File: src/hdl/mul_defs.svh
/*
 * Width and depth macros for the multiply unit
 * Word width, partial product slicing, pipeline latency
 */

`ifndef MUL_DEFS_SVH
`define MUL_DEFS_SVH

// --------------------
// Datapath widths
`define MUL_XLEN        32  // Register width
`define MUL_SLICE_W     8   // Multiplier slice per partial product
`define MUL_NUM_SLICES  4   // MUL_XLEN / MUL_SLICE_W

// --------------------
// Timing
`define MUL_LATENCY     3   // Request edge to response, edges

`endif

File: src/hdl/mul_op_pkg.sv
/*
 * M-extension multiply operation codes
 * Operand signedness lookup per operation
 */

package mul_op_pkg;

  // Same order as funct3[1:0] of the multiply group
  typedef enum logic [1:0] {
    MUL_OP_MUL    = 2'b00,  // Low word, sign does not matter
    MUL_OP_MULH   = 2'b01,  // Signed x signed, high word
    MUL_OP_MULHSU = 2'b10,  // Signed x unsigned, high word
    MUL_OP_MULHU  = 2'b11   // Unsigned x unsigned, high word
  } mul_op_e;

  // True when the chosen operand is signed for this op
  function automatic logic operand_signed(input mul_op_e op, input logic is_rs2);
    logic sgn;
    case (op)
      MUL_OP_MULH:   sgn = 1'b1;     // Both signed
      MUL_OP_MULHSU: sgn = !is_rs2;  // Only rs1 signed
      default:       sgn = 1'b0;     // MUL treated unsigned, low word identical
    endcase
    return sgn;
  endfunction

endpackage

File: src/hdl/mul_data_pkg.sv
/*
 * Datapath types of the multiply unit
 * Word, product and partial product vectors
 * Request, response and pipeline tag structs
 */

`include "mul_defs.svh"

package mul_data_pkg;

  // Plain vectors with a meaning
  typedef logic [`MUL_XLEN-1:0]              xlen_t;   // One register word
  typedef logic [2*`MUL_XLEN-1:0]            dword_t;  // Full 64-bit product
  typedef logic [`MUL_XLEN+`MUL_SLICE_W-1:0] pprod_t;  // 8x32 partial product

  // Request from the execute stage
  typedef struct packed {
    logic                 valid;  // Take a request this cycle
    mul_op_pkg::mul_op_e  op;     // MUL / MULH / MULHSU / MULHU
    xlen_t                rs1;
    xlen_t                rs2;
  } mul_req_t;

  // Travels next to each item in the core
  typedef struct packed {
    logic negate;  // Result sign is negative
    logic high;    // Return upper word
  } mul_tag_t;

  // Result back to the core
  typedef struct packed {
    logic  valid;   // One-cycle pulse per result
    xlen_t result;
  } mul_rsp_t;

endpackage

File: src/hdl/mul_operand_prep.sv
/*
 * Operand preparation for the multiply unit
 * Signed operands turned into magnitudes
 * Result sign and half selection packed into the pipeline tag
 */

`include "mul_defs.svh"

module mul_operand_prep (
  input  mul_data_pkg::mul_req_t req_i,    // Request from execute
  output logic                   start_o,  // Item enters the core
  output mul_data_pkg::xlen_t    a_o,      // Multiplicand magnitude
  output mul_data_pkg::xlen_t    b_o,      // Multiplier magnitude
  output mul_data_pkg::mul_tag_t tag_o     // Sign and half of the result
);

  import mul_op_pkg::*;
  import mul_data_pkg::*;

  // --------------------
  // Effective operand signs
  logic  rs1_signed;  // rs1 is interpreted as signed
  logic  rs2_signed;
  logic  rs1_neg;     // Signed and MSB set
  logic  rs2_neg;

  xlen_t rs1_mag;
  xlen_t rs2_mag;

  always_comb begin
    rs1_signed = operand_signed(req_i.op, 1'b0);
    rs2_signed = operand_signed(req_i.op, 1'b1);

    rs1_neg = rs1_signed & req_i.rs1[`MUL_XLEN-1];
    rs2_neg = rs2_signed & req_i.rs2[`MUL_XLEN-1];
  end

  // --------------------
  // Magnitudes

  // Two's complement negate; 32'h8000_0000 stays put, which is 2^31 unsigned
  always_comb begin
    rs1_mag = req_i.rs1;
    if (rs1_neg) begin
      rs1_mag = xlen_t'(~req_i.rs1 + xlen_t'(1));
    end
  end

  always_comb begin
    rs2_mag = req_i.rs2;
    if (rs2_neg) begin
      rs2_mag = xlen_t'(~req_i.rs2 + xlen_t'(1));
    end
  end

  // --------------------
  // Core interface
  assign start_o = req_i.valid;
  assign a_o     = rs1_mag;
  assign b_o     = rs2_mag;

  // Product is negative when exactly one operand is
  always_comb begin
    tag_o        = '0;
    tag_o.negate = rs1_neg ^ rs2_neg;
    tag_o.high   = (req_i.op != MUL_OP_MUL);  // Every op but MUL wants the top word
  end

endmodule

File: src/hdl/mul_pipelined.sv
/*
 * Two-stage unsigned 32x32 multiplier core
 * Stage 1 forms four 8x32 partial products
 * Stage 2 sums them with byte shifts
 * Output register holds the product and a done pulse
 * A tag and a valid bit ride along with each item
 */

`include "mul_defs.svh"

module mul_pipelined (
  input  logic                   clk_i,
  input  logic                   rst_ni,

  input  logic                   start_i,    // New item this cycle
  input  mul_data_pkg::xlen_t    a_i,        // Multiplicand
  input  mul_data_pkg::xlen_t    b_i,        // Multiplier sliced by bytes
  input  mul_data_pkg::mul_tag_t tag_i,
  output mul_data_pkg::dword_t   product_o,  // Full unsigned product
  output mul_data_pkg::mul_tag_t tag_o,      // Tag of the item on product_o
  output logic                   done_o,     // One pulse per item
  output logic                   busy_o      // Any stage occupied
);

  import mul_data_pkg::*;

  // Stage 1 state
  pprod_t [`MUL_NUM_SLICES-1:0] pp_d;
  pprod_t [`MUL_NUM_SLICES-1:0] pp_q;   // Partial products with slice 0 lowest
  mul_tag_t                     s1_tag_q;
  logic                         s1_vld_q;

  // Stage 2 state
  dword_t                       sum_d;
  dword_t                       sum_q;
  mul_tag_t                     s2_tag_q;
  logic                         s2_vld_q;

  // --------------------
  // Stage 1 partial products

  // Each slice is a_i times one byte of b_i in 40 bits
  always_comb begin
    for (int i = 0; i < `MUL_NUM_SLICES; i++) begin
      pp_d[i] = pprod_t'(a_i) * pprod_t'(b_i[i*`MUL_SLICE_W +: `MUL_SLICE_W]);
    end
  end

  always_ff @(posedge clk_i) begin
    if (!rst_ni) begin
      pp_q     <= '0;
      s1_tag_q <= '0;
      s1_vld_q <= 1'b0;
    end else begin
      s1_vld_q <= start_i;
      if (start_i) begin  // Hold data when idle
        pp_q     <= pp_d;
        s1_tag_q <= tag_i;
      end
    end
  end

  // --------------------
  // Stage 2 shifted sum
  always_comb begin
    sum_d = '0;
    for (int i = 0; i < `MUL_NUM_SLICES; i++) begin
      sum_d = sum_d + (dword_t'(pp_q[i]) << (i * `MUL_SLICE_W));  // Top carries drop off
    end
  end

  always_ff @(posedge clk_i) begin
    if (!rst_ni) begin
      sum_q    <= '0;
      s2_tag_q <= '0;
      s2_vld_q <= 1'b0;
    end else begin
      s2_vld_q <= s1_vld_q;
      if (s1_vld_q) begin
        sum_q    <= sum_d;
        s2_tag_q <= s1_tag_q;
      end
    end
  end

  // --------------------
  // Output register
  always_ff @(posedge clk_i) begin
    if (!rst_ni) begin
      product_o <= '0;
      tag_o     <= '0;
      done_o    <= 1'b0;
    end else begin
      done_o <= s2_vld_q;  // Single pulse that follows the item
      if (s2_vld_q) begin
        product_o <= sum_q;
        tag_o     <= s2_tag_q;
      end
    end
  end

  assign busy_o = s1_vld_q | s2_vld_q | done_o;

  // --------------------
  // Checks

  // Start sampled at one edge shows as done at the third edge after it
  a_done_after_start : assert property (@(posedge clk_i) disable iff (!rst_ni)
    start_i |-> ##(`MUL_LATENCY) done_o)
    else $error("done_o missing three edges after start_i");

  a_done_has_start : assert property (@(posedge clk_i) disable iff (!rst_ni)
    done_o |-> $past(start_i, `MUL_LATENCY))
    else $error("done_o without a matching start_i");

  a_product_known : assert property (@(posedge clk_i) disable iff (!rst_ni)
    done_o |-> !$isunknown(product_o))
    else $error("product_o unknown while done_o is high");

endmodule

File: src/hdl/mul_result_sel.sv
/*
 * Result stage of the multiply unit
 * Sign restore of the 64-bit product
 * High or low word select, response forming
 */

`include "mul_defs.svh"

module mul_result_sel (
  input  logic                   done_i,     // Core has an item
  input  mul_data_pkg::dword_t   product_i,  // Unsigned magnitude product
  input  mul_data_pkg::mul_tag_t tag_i,      // Sign and half of this item
  output mul_data_pkg::mul_rsp_t rsp_o
);

  import mul_data_pkg::*;

  dword_t prod_signed;  // Product with sign restored
  xlen_t  prod_hi;
  xlen_t  prod_lo;
  xlen_t  word_sel;

  // --------------------
  // Sign restore

  // Full 64-bit negate so the borrow reaches the upper word
  always_comb begin
    prod_signed = product_i;
    if (tag_i.negate) begin
      prod_signed = dword_t'(~product_i + dword_t'(1));
    end
  end

  // --------------------
  // Word select
  assign prod_hi = prod_signed[2*`MUL_XLEN-1:`MUL_XLEN];
  assign prod_lo = prod_signed[`MUL_XLEN-1:0];

  always_comb begin
    if (tag_i.high) begin
      word_sel = prod_hi;  // MULH, MULHSU, MULHU
    end else begin
      word_sel = prod_lo;  // MUL
    end
  end

  // --------------------
  // Response

  // Zero when empty so the last result does not linger on the bus
  always_comb begin
    rsp_o       = '0;
    rsp_o.valid = done_i;
    if (done_i) begin
      rsp_o.result = word_sel;
    end
  end

endmodule

File: src/hdl/mul_unit_top.sv
/*
 * Multiply unit of the M extension
 * Operand prep, two-stage core, result select
 */

module mul_unit_top (
  input  logic                   clk_i,
  input  logic                   rst_ni,

  input  mul_data_pkg::mul_req_t req_i,   // One request per cycle, no ready
  output mul_data_pkg::mul_rsp_t rsp_o,   // Result three edges later
  output logic                   busy_o   // Items in flight
);

  import mul_data_pkg::*;

  // --------------------
  // Prep to core
  logic     start;
  xlen_t    mag_a;
  xlen_t    mag_b;
  mul_tag_t tag_in;

  // Core to result select
  dword_t   product;
  mul_tag_t tag_out;
  logic     done;

  // --------------------
  // Operand magnitudes and result sign
  mul_operand_prep u_prep (
    .req_i   (req_i),
    .start_o (start),
    .a_o     (mag_a),
    .b_o     (mag_b),
    .tag_o   (tag_in)
  );

  // Unsigned product, two stages plus output register
  mul_pipelined u_core (
    .clk_i     (clk_i),
    .rst_ni    (rst_ni),
    .start_i   (start),
    .a_i       (mag_a),
    .b_i       (mag_b),
    .tag_i     (tag_in),
    .product_o (product),
    .tag_o     (tag_out),
    .done_o    (done),
    .busy_o    (busy_o)
  );

  // Sign restore and word pick
  mul_result_sel u_sel (
    .done_i    (done),
    .product_i (product),
    .tag_i     (tag_out),
    .rsp_o     (rsp_o)
  );

endmodule

File: config.mk
export PLATFORM = sky130hd
export DESIGN_NAME = mul_unit_top
export DESIGN_NICKNAME = d
export VERILOG_FILES = /design/src/hdl/mul_op_pkg.sv /design/src/hdl/mul_data_pkg.sv /design/src/hdl/mul_operand_prep.sv /design/src/hdl/mul_pipelined.sv /design/src/hdl/mul_result_sel.sv /design/src/hdl/mul_unit_top.sv
export VERILOG_INCLUDE_DIRS = /design/src /design/src/hdl
export SDC_FILE = /design/constraint.sdc
export NUM_CORES = 2
export LEC_CHECK = 0
export BUFFER_PORTS_ARGS = -buffer_cell sky130_fd_sc_hd__buf_2
export CORE_MARGIN = 5
export CORE_UTILIZATION = 32
export DETAILED_ROUTE_END_ITERATION = 7
export PLACE_DENSITY = 0.54
export SYNTH_ARGS = -nofsm -noshare
export SYNTH_HDL_FRONTEND = slang
export SYNTH_SLANG_ARGS = --single-unit
File: constraint.sdc
create_clock -name clk_i -period 8 [get_ports clk_i]
set_input_delay 0.8 -clock clk_i [delete_from_list [all_inputs] [get_ports clk_i]]
set_output_delay 0.8 -clock clk_i [all_outputs]
set_load 0.02 [all_outputs]
[After elaboration in Yosys (flattened, before gate mapping)]
Index checks and enable logic that the tools add are counted.
Storage, ports and cells
  output and inout bits: 34
  bits in read-only memories: 0
  logic and storage cells: 44
  latch bits: 0
  register bits: 297
  input bits: 69
  memories: 0
  RAM bits: 0
Operators by class
  multiply operators: 4
  order comparisons: 0
  shift operators: 0
  divide/modulo/power cells: 0
  equal/unequal tests: 2
  reduce and logical (&&, ||, !) cells: 2
  muxes and demuxes: 7
  add/subtract/negate cells: 6
  bitwise operators: 8
Operators by type and width (number)
  $mul 32x8->40: 4
  $mux 32: 4
  $add 32x1->32 const B: 2
  $add 64x1->64 const B: 1
  $add 64x56->64: 1
  $add 64x64->64: 1
  $mux 64: 1
  $not 32->32: 2
  $not 64->64: 1
  $add 40x48->49: 1
  $and 1x1->1: 2
  $eq 2x1->1 const B: 1
  $eq 2x2->1 const B: 1
  $mux 1: 2
  $or 1x1->1: 2
  $reduce_bool 2->1: 1
  $reduce_or 2->1: 1
  $xor 1x1->1: 1

[Depth between registers and ports, before layout]
  word-level depth: 6
  gate-level depth with buffers: 31
  gate-level depth less buffers: 29

[By module]
From an unflattened synthesis, not the netlist that was laid out.
Second synthesis, totals
  cells, all modules: 5785
  area, all modules: 50637.3 um^2
Modules (own cells, without submodules)
  mul_pipelined: seq. area each 5945.7 um^2, cells each 5229, times used 1, area an instance 46962.5 um^2
  mul_result_sel: seq. area each 0.0 um^2, cells each 328, times used 1, area an instance 2100.8 um^2
  mul_operand_prep: seq. area each 0.0 um^2, cells each 228, times used 1, area an instance 1574.0 um^2

[Worst setup path before layout]
OpenSTA, ideal clock, no wires.
  path type: input port to flip-flop
  start point: in req_i[10] in the netlist's numbering
  end point: reg u_core.pp_q[119] in the netlist's numbering
  library setup time: 74 ps
  required time: 7926 ps
  path slack: -217 ps
  cell stages on the path: 25
  arrival time: 8143 ps
  buffers on the path: 1
  cells stage by stage: or4_1 -> nor4_1 -> nand3b_1 -> nor3_1 -> a21oi_1 -> xnor2_1 -> clkbuf_1 -> nor2_1 -> fa_1 -> fa_1 -> fa_1 -> inv_1 -> fa_1 -> inv_1 -> ha_1 -> a211oi_1 -> o21bai_1 -> or3_1 -> o21ai_0 -> o21ai_0 -> a21bo_2 -> a221oi_1 -> o21ai_0 -> a2111o_1 -> o21ai_0
On the way
  longest elaborated chain between the ends: 4
RTL lines
  from (decl): line mul_unit_top.sv:10  | input mul_data_pkg::mul_req_t req_i,
  $not 32->32: line mul_operand_prep.sv:52  | rs2_mag = xlen_t'(~req_i.rs2 + xlen_t'(1));
  $add 32x1->32: line mul_operand_prep.sv:52
  $mux 32: line mul_operand_prep.sv:51  | if (rs2_neg) begin
  $mul 32x8->40: line mul_pipelined.sv:45  | pp_d[i] = pprod_t'(a_i) * pprod_t'(b_i[i*`MUL_SLICE_W +: `MUL_SLICE_W]);
  to (signal assigned): line mul_pipelined.sv:57  | pp_q <= pp_d;
  to (decl): line mul_pipelined.sv:29  | pprod_t [`MUL_NUM_SLICES-1:0] pp_q;
Every way passes these cells.
A chain may end at the register's enable or synchronous reset.

[Worst setup path after layout]
  start point: in req_i[10] in the netlist's numbering
  end point: reg u_core.pp_q[151] in the netlist's numbering
Same word-level chain as after synthesis.

==> flow_summary.yaml <==
run_status:
  status: "finished clean"
yosys:
  synthArstFlopShare: 0
  ys_warn_count: 0
  synthFlopType: "dfxtp_1"
  synth_area_leaders: "fa_1 (31%), dfxtp_1 (12%), ha_1 (8.5%)"
  synthDominantCellAreaShare: 0.307
  ys_top_cells_by_count: "nor2_1 (930), inv_1 (749), fa_1 (747), nand2_1 (427), ha_1 (332)"
  post-synth-top-count-cell: "nor2_1"
  synthCells: 5858
  yosysTopAreaCell: "fa_1"
  netlist_area_sq_mm: 0.0487
  synth_seq_cells: 297
  yosysSeqAreaShare: 0.122
  syn-num-nets: 7006
  synth_edf_count: 0
  yosysUniqueCellTypes: 86
  syn_area_per_cell_sq_um: 8.32
hold_path:
  hold_path.class: "register to register"
  whs_path_depth: 2
place:
  pre_cts_ws_ns: -0.597
  io_buffer_count: 102
  place.gp.congestion: 0.956
  dpl.hpwl_mm: 141
  placed_area_sq_mm: 0.0564
critical_path:
  cp-endpoint: "u_core.pp_q[151]"
  endpoint_kind: "register"
  max_stage_delay_ns: 0.62
  crit_fanout: 10
  arrival_ns: 8.11
  required_ns: 8.50
  slowest_stage: "or4b_2"
  critPathLaunchType: "input pin"
  ff2ff_setup_slack_ns: 0.42
  setup.worst_path.class: "input pin to register"
  r2r_cells: 28
  r2r_end: "u_core.sum_q[57]"
  crit_top_cell: "buf_4"
  startpoint: "req_i[10]"
  r2r-start: "u_core.pp_q[40]"
timing:
  grt_setup_unrepaired: "no"
  report.final.slew_viol_count: 0
  clock-skew-final_ns: 0.0331
  period_minus_slack_ns: 7.61
  max_freq_ghz: 0.131
  hold_violations: 0
  worstMarginPinSlew_ns: 1.10
  min_period_over_period: 0.951
  relSlewSlack: 0.263
  fin_ws_ns: 0.390
  setup_viol_count_final: 0
grt:
  grt_pass1_wl_mm: 262
  grt_max_degree: 108
  grtUsageTotal: 0.209
  globalRoute.totalOverflow: 0
  antenna_found_initial: 5
  grt_pass1_vias: 42500
floorplanning:
  rows: 143
  pin_count: 103
  start_util: 0.321
  die_w_microns: 400
  die_y_microns: 400
  die_area_sq_mm: 0.160
  core_sq_mm: 0.152
finish:
  stdcell_area_sq_mm: 0.0578
  syn2layout_area_growth_pct: 18.6
  fillers: 15700
  nets: 7481
  drive_gt1_frac: 0.144
detailed_routing:
  routed_wl_mm: 169
  drt_iter0_drc: 3084
  routed-via-count: 42100
  post-route-drc-count: 0
  via_per_inst: 5.01
  wire_per_inst_microns: 20.2
  drt_first_pass_iters: 5
  postRouteAntennaNets: 0
clocking:
  clockBufferDepth: 3
  numCtsBuffers: 37
  clkSinkCount: 297
  cts.htree.levels: 2
  clock_latency_ns: 0.57
  clkSlewWorstSetupHoldPaths_ns: 0.06
  tritoncts: "done"
  cts_hold_buf: 0
  clock-root-buffer: "clkbuf_16"
run:
  cap_viol_max_count: 0
[cells in the final DEF (no fill, tap or decap), types with 30 or more instances in the layout]
master	netlist	final
clkbuf_16	0	38
a31oi_1	40	40
a21o_1	127	127
nand2b_1	85	85
nor3_1	60	60
buf_12	0	48
buf_2	7	100
nor2b_1	227	226
mux2i_1	169	168
nor2_1	930	930
inv_1	749	748
o21ai_0	243	233
fa_1	747	747
and3_1	34	34
dfxtp_1	297	293
xnor2_1	186	155
nand4_1	30	30
a211oi_1	33	30
o21a_1	32	32
ha_1	332	332
and2_1	35	35
buf_4	1	574
nand3_1	70	70
xnor2_2	0	31
xor2_1	144	119
nand2_1	427	426
a21oi_1	226	225
[critical path: cells and delay by family]
family | cells | cell delay (ns)
AOI/OAI and AO/OA | 6 | 1.09
xor gates and xnor gates | 1 | 0.07
adders and majority gates | 5 | 2.33
buffers and inverters | 10 | 1.18
and+or+nand+nor | 11 | 2.64
[worst min-delay path by stage]
stage	startpoint	to	slack, ns
after floorplan	u_core.pp_q[102]	u_core.pp_q[102]	0.43
after global placement	u_core.pp_q[133]	u_core.pp_q[133]	0.44
after detailed placement	u_core.pp_q[106]	u_core.pp_q[106]	0.45
after CTS	u_core.pp_q[141]	u_core.pp_q[141]	0.46
after global routing	u_core.pp_q[106]	u_core.pp_q[106]	0.48
final	u_core.pp_q[106]	u_core.pp_q[106]	0.45
[layout make-up]
cell class                 instances  area, sq um  share of cell area
antenna                            5         12.5            0.000217
multi-input combinational       4520        39400               0.683
clock inverter                    14          134             0.00232
inverter                         752         2820              0.0489
tap                             2030         2540              0.0440
sequential                       297         5960               0.103
clock buffer                      51         1070              0.0185
timing repair buffer             725         5800               0.100
[state kept, by name (all words and copies together), names as in the netlist]
name,flops
u_core.sum_q,64
u_core.product_o,64
u_core.s2_tag_q,2
u_core.done_o,1
u_core.s2_vld_q,1
u_core.s1_tag_q,2
u_core.tag_o,2
u_core.pp_q,160
u_core.s1_vld_q,1
[what timing repair did]
action | in CTS | in global routing
buffers inserted | 1 | 1
setup endpoints to repair | 1 | 26
pin swaps | 0 | 1
gates cloned | 0 | 0
gates resized for setup | 0 | 27
[kinds of logic after synthesis]
logic type	count (synthesis)	synth area share
buffers and inverters	1041	0.0806
muxes	171	0.0352
xor gates and xnor gates	330	0.0593
DFF	297	0.122
AOI/OAI and AO/OA	920	0.121
and+or+nand+nor	2020	0.189
adders and majority gates	1079	0.392
[per-stage QoR]
stage           util  instances  TNS, ns  hold WS [ns]
2_1_floorplan      -       5858        0         0.425
3_3_place_gp   0.372       8322   -12.37         0.441
3_5_place_dp   0.372       8322   -12.92         0.447
4_1_cts        0.380       8388        0         0.460
5_1_grt        0.381       8392        0         0.479
6_report       0.381       8394        0         0.455
[metal layers]
metal  vias to the layer above  track usage  part of all wire  wire length (microns)
met3                       205       0.0254             0.058                   9810
met4                         0       0.0811             0.047                   7990
li1                      19800            -                 -                      -
met2                      1324        0.330              0.44                  75000
met5                         -            0                 0                      0
met1                     20800        0.292              0.45                  76500
Power is not shown: default switching activity piles up to over one toggle a cycle in this logic, so the estimate is an artifact.
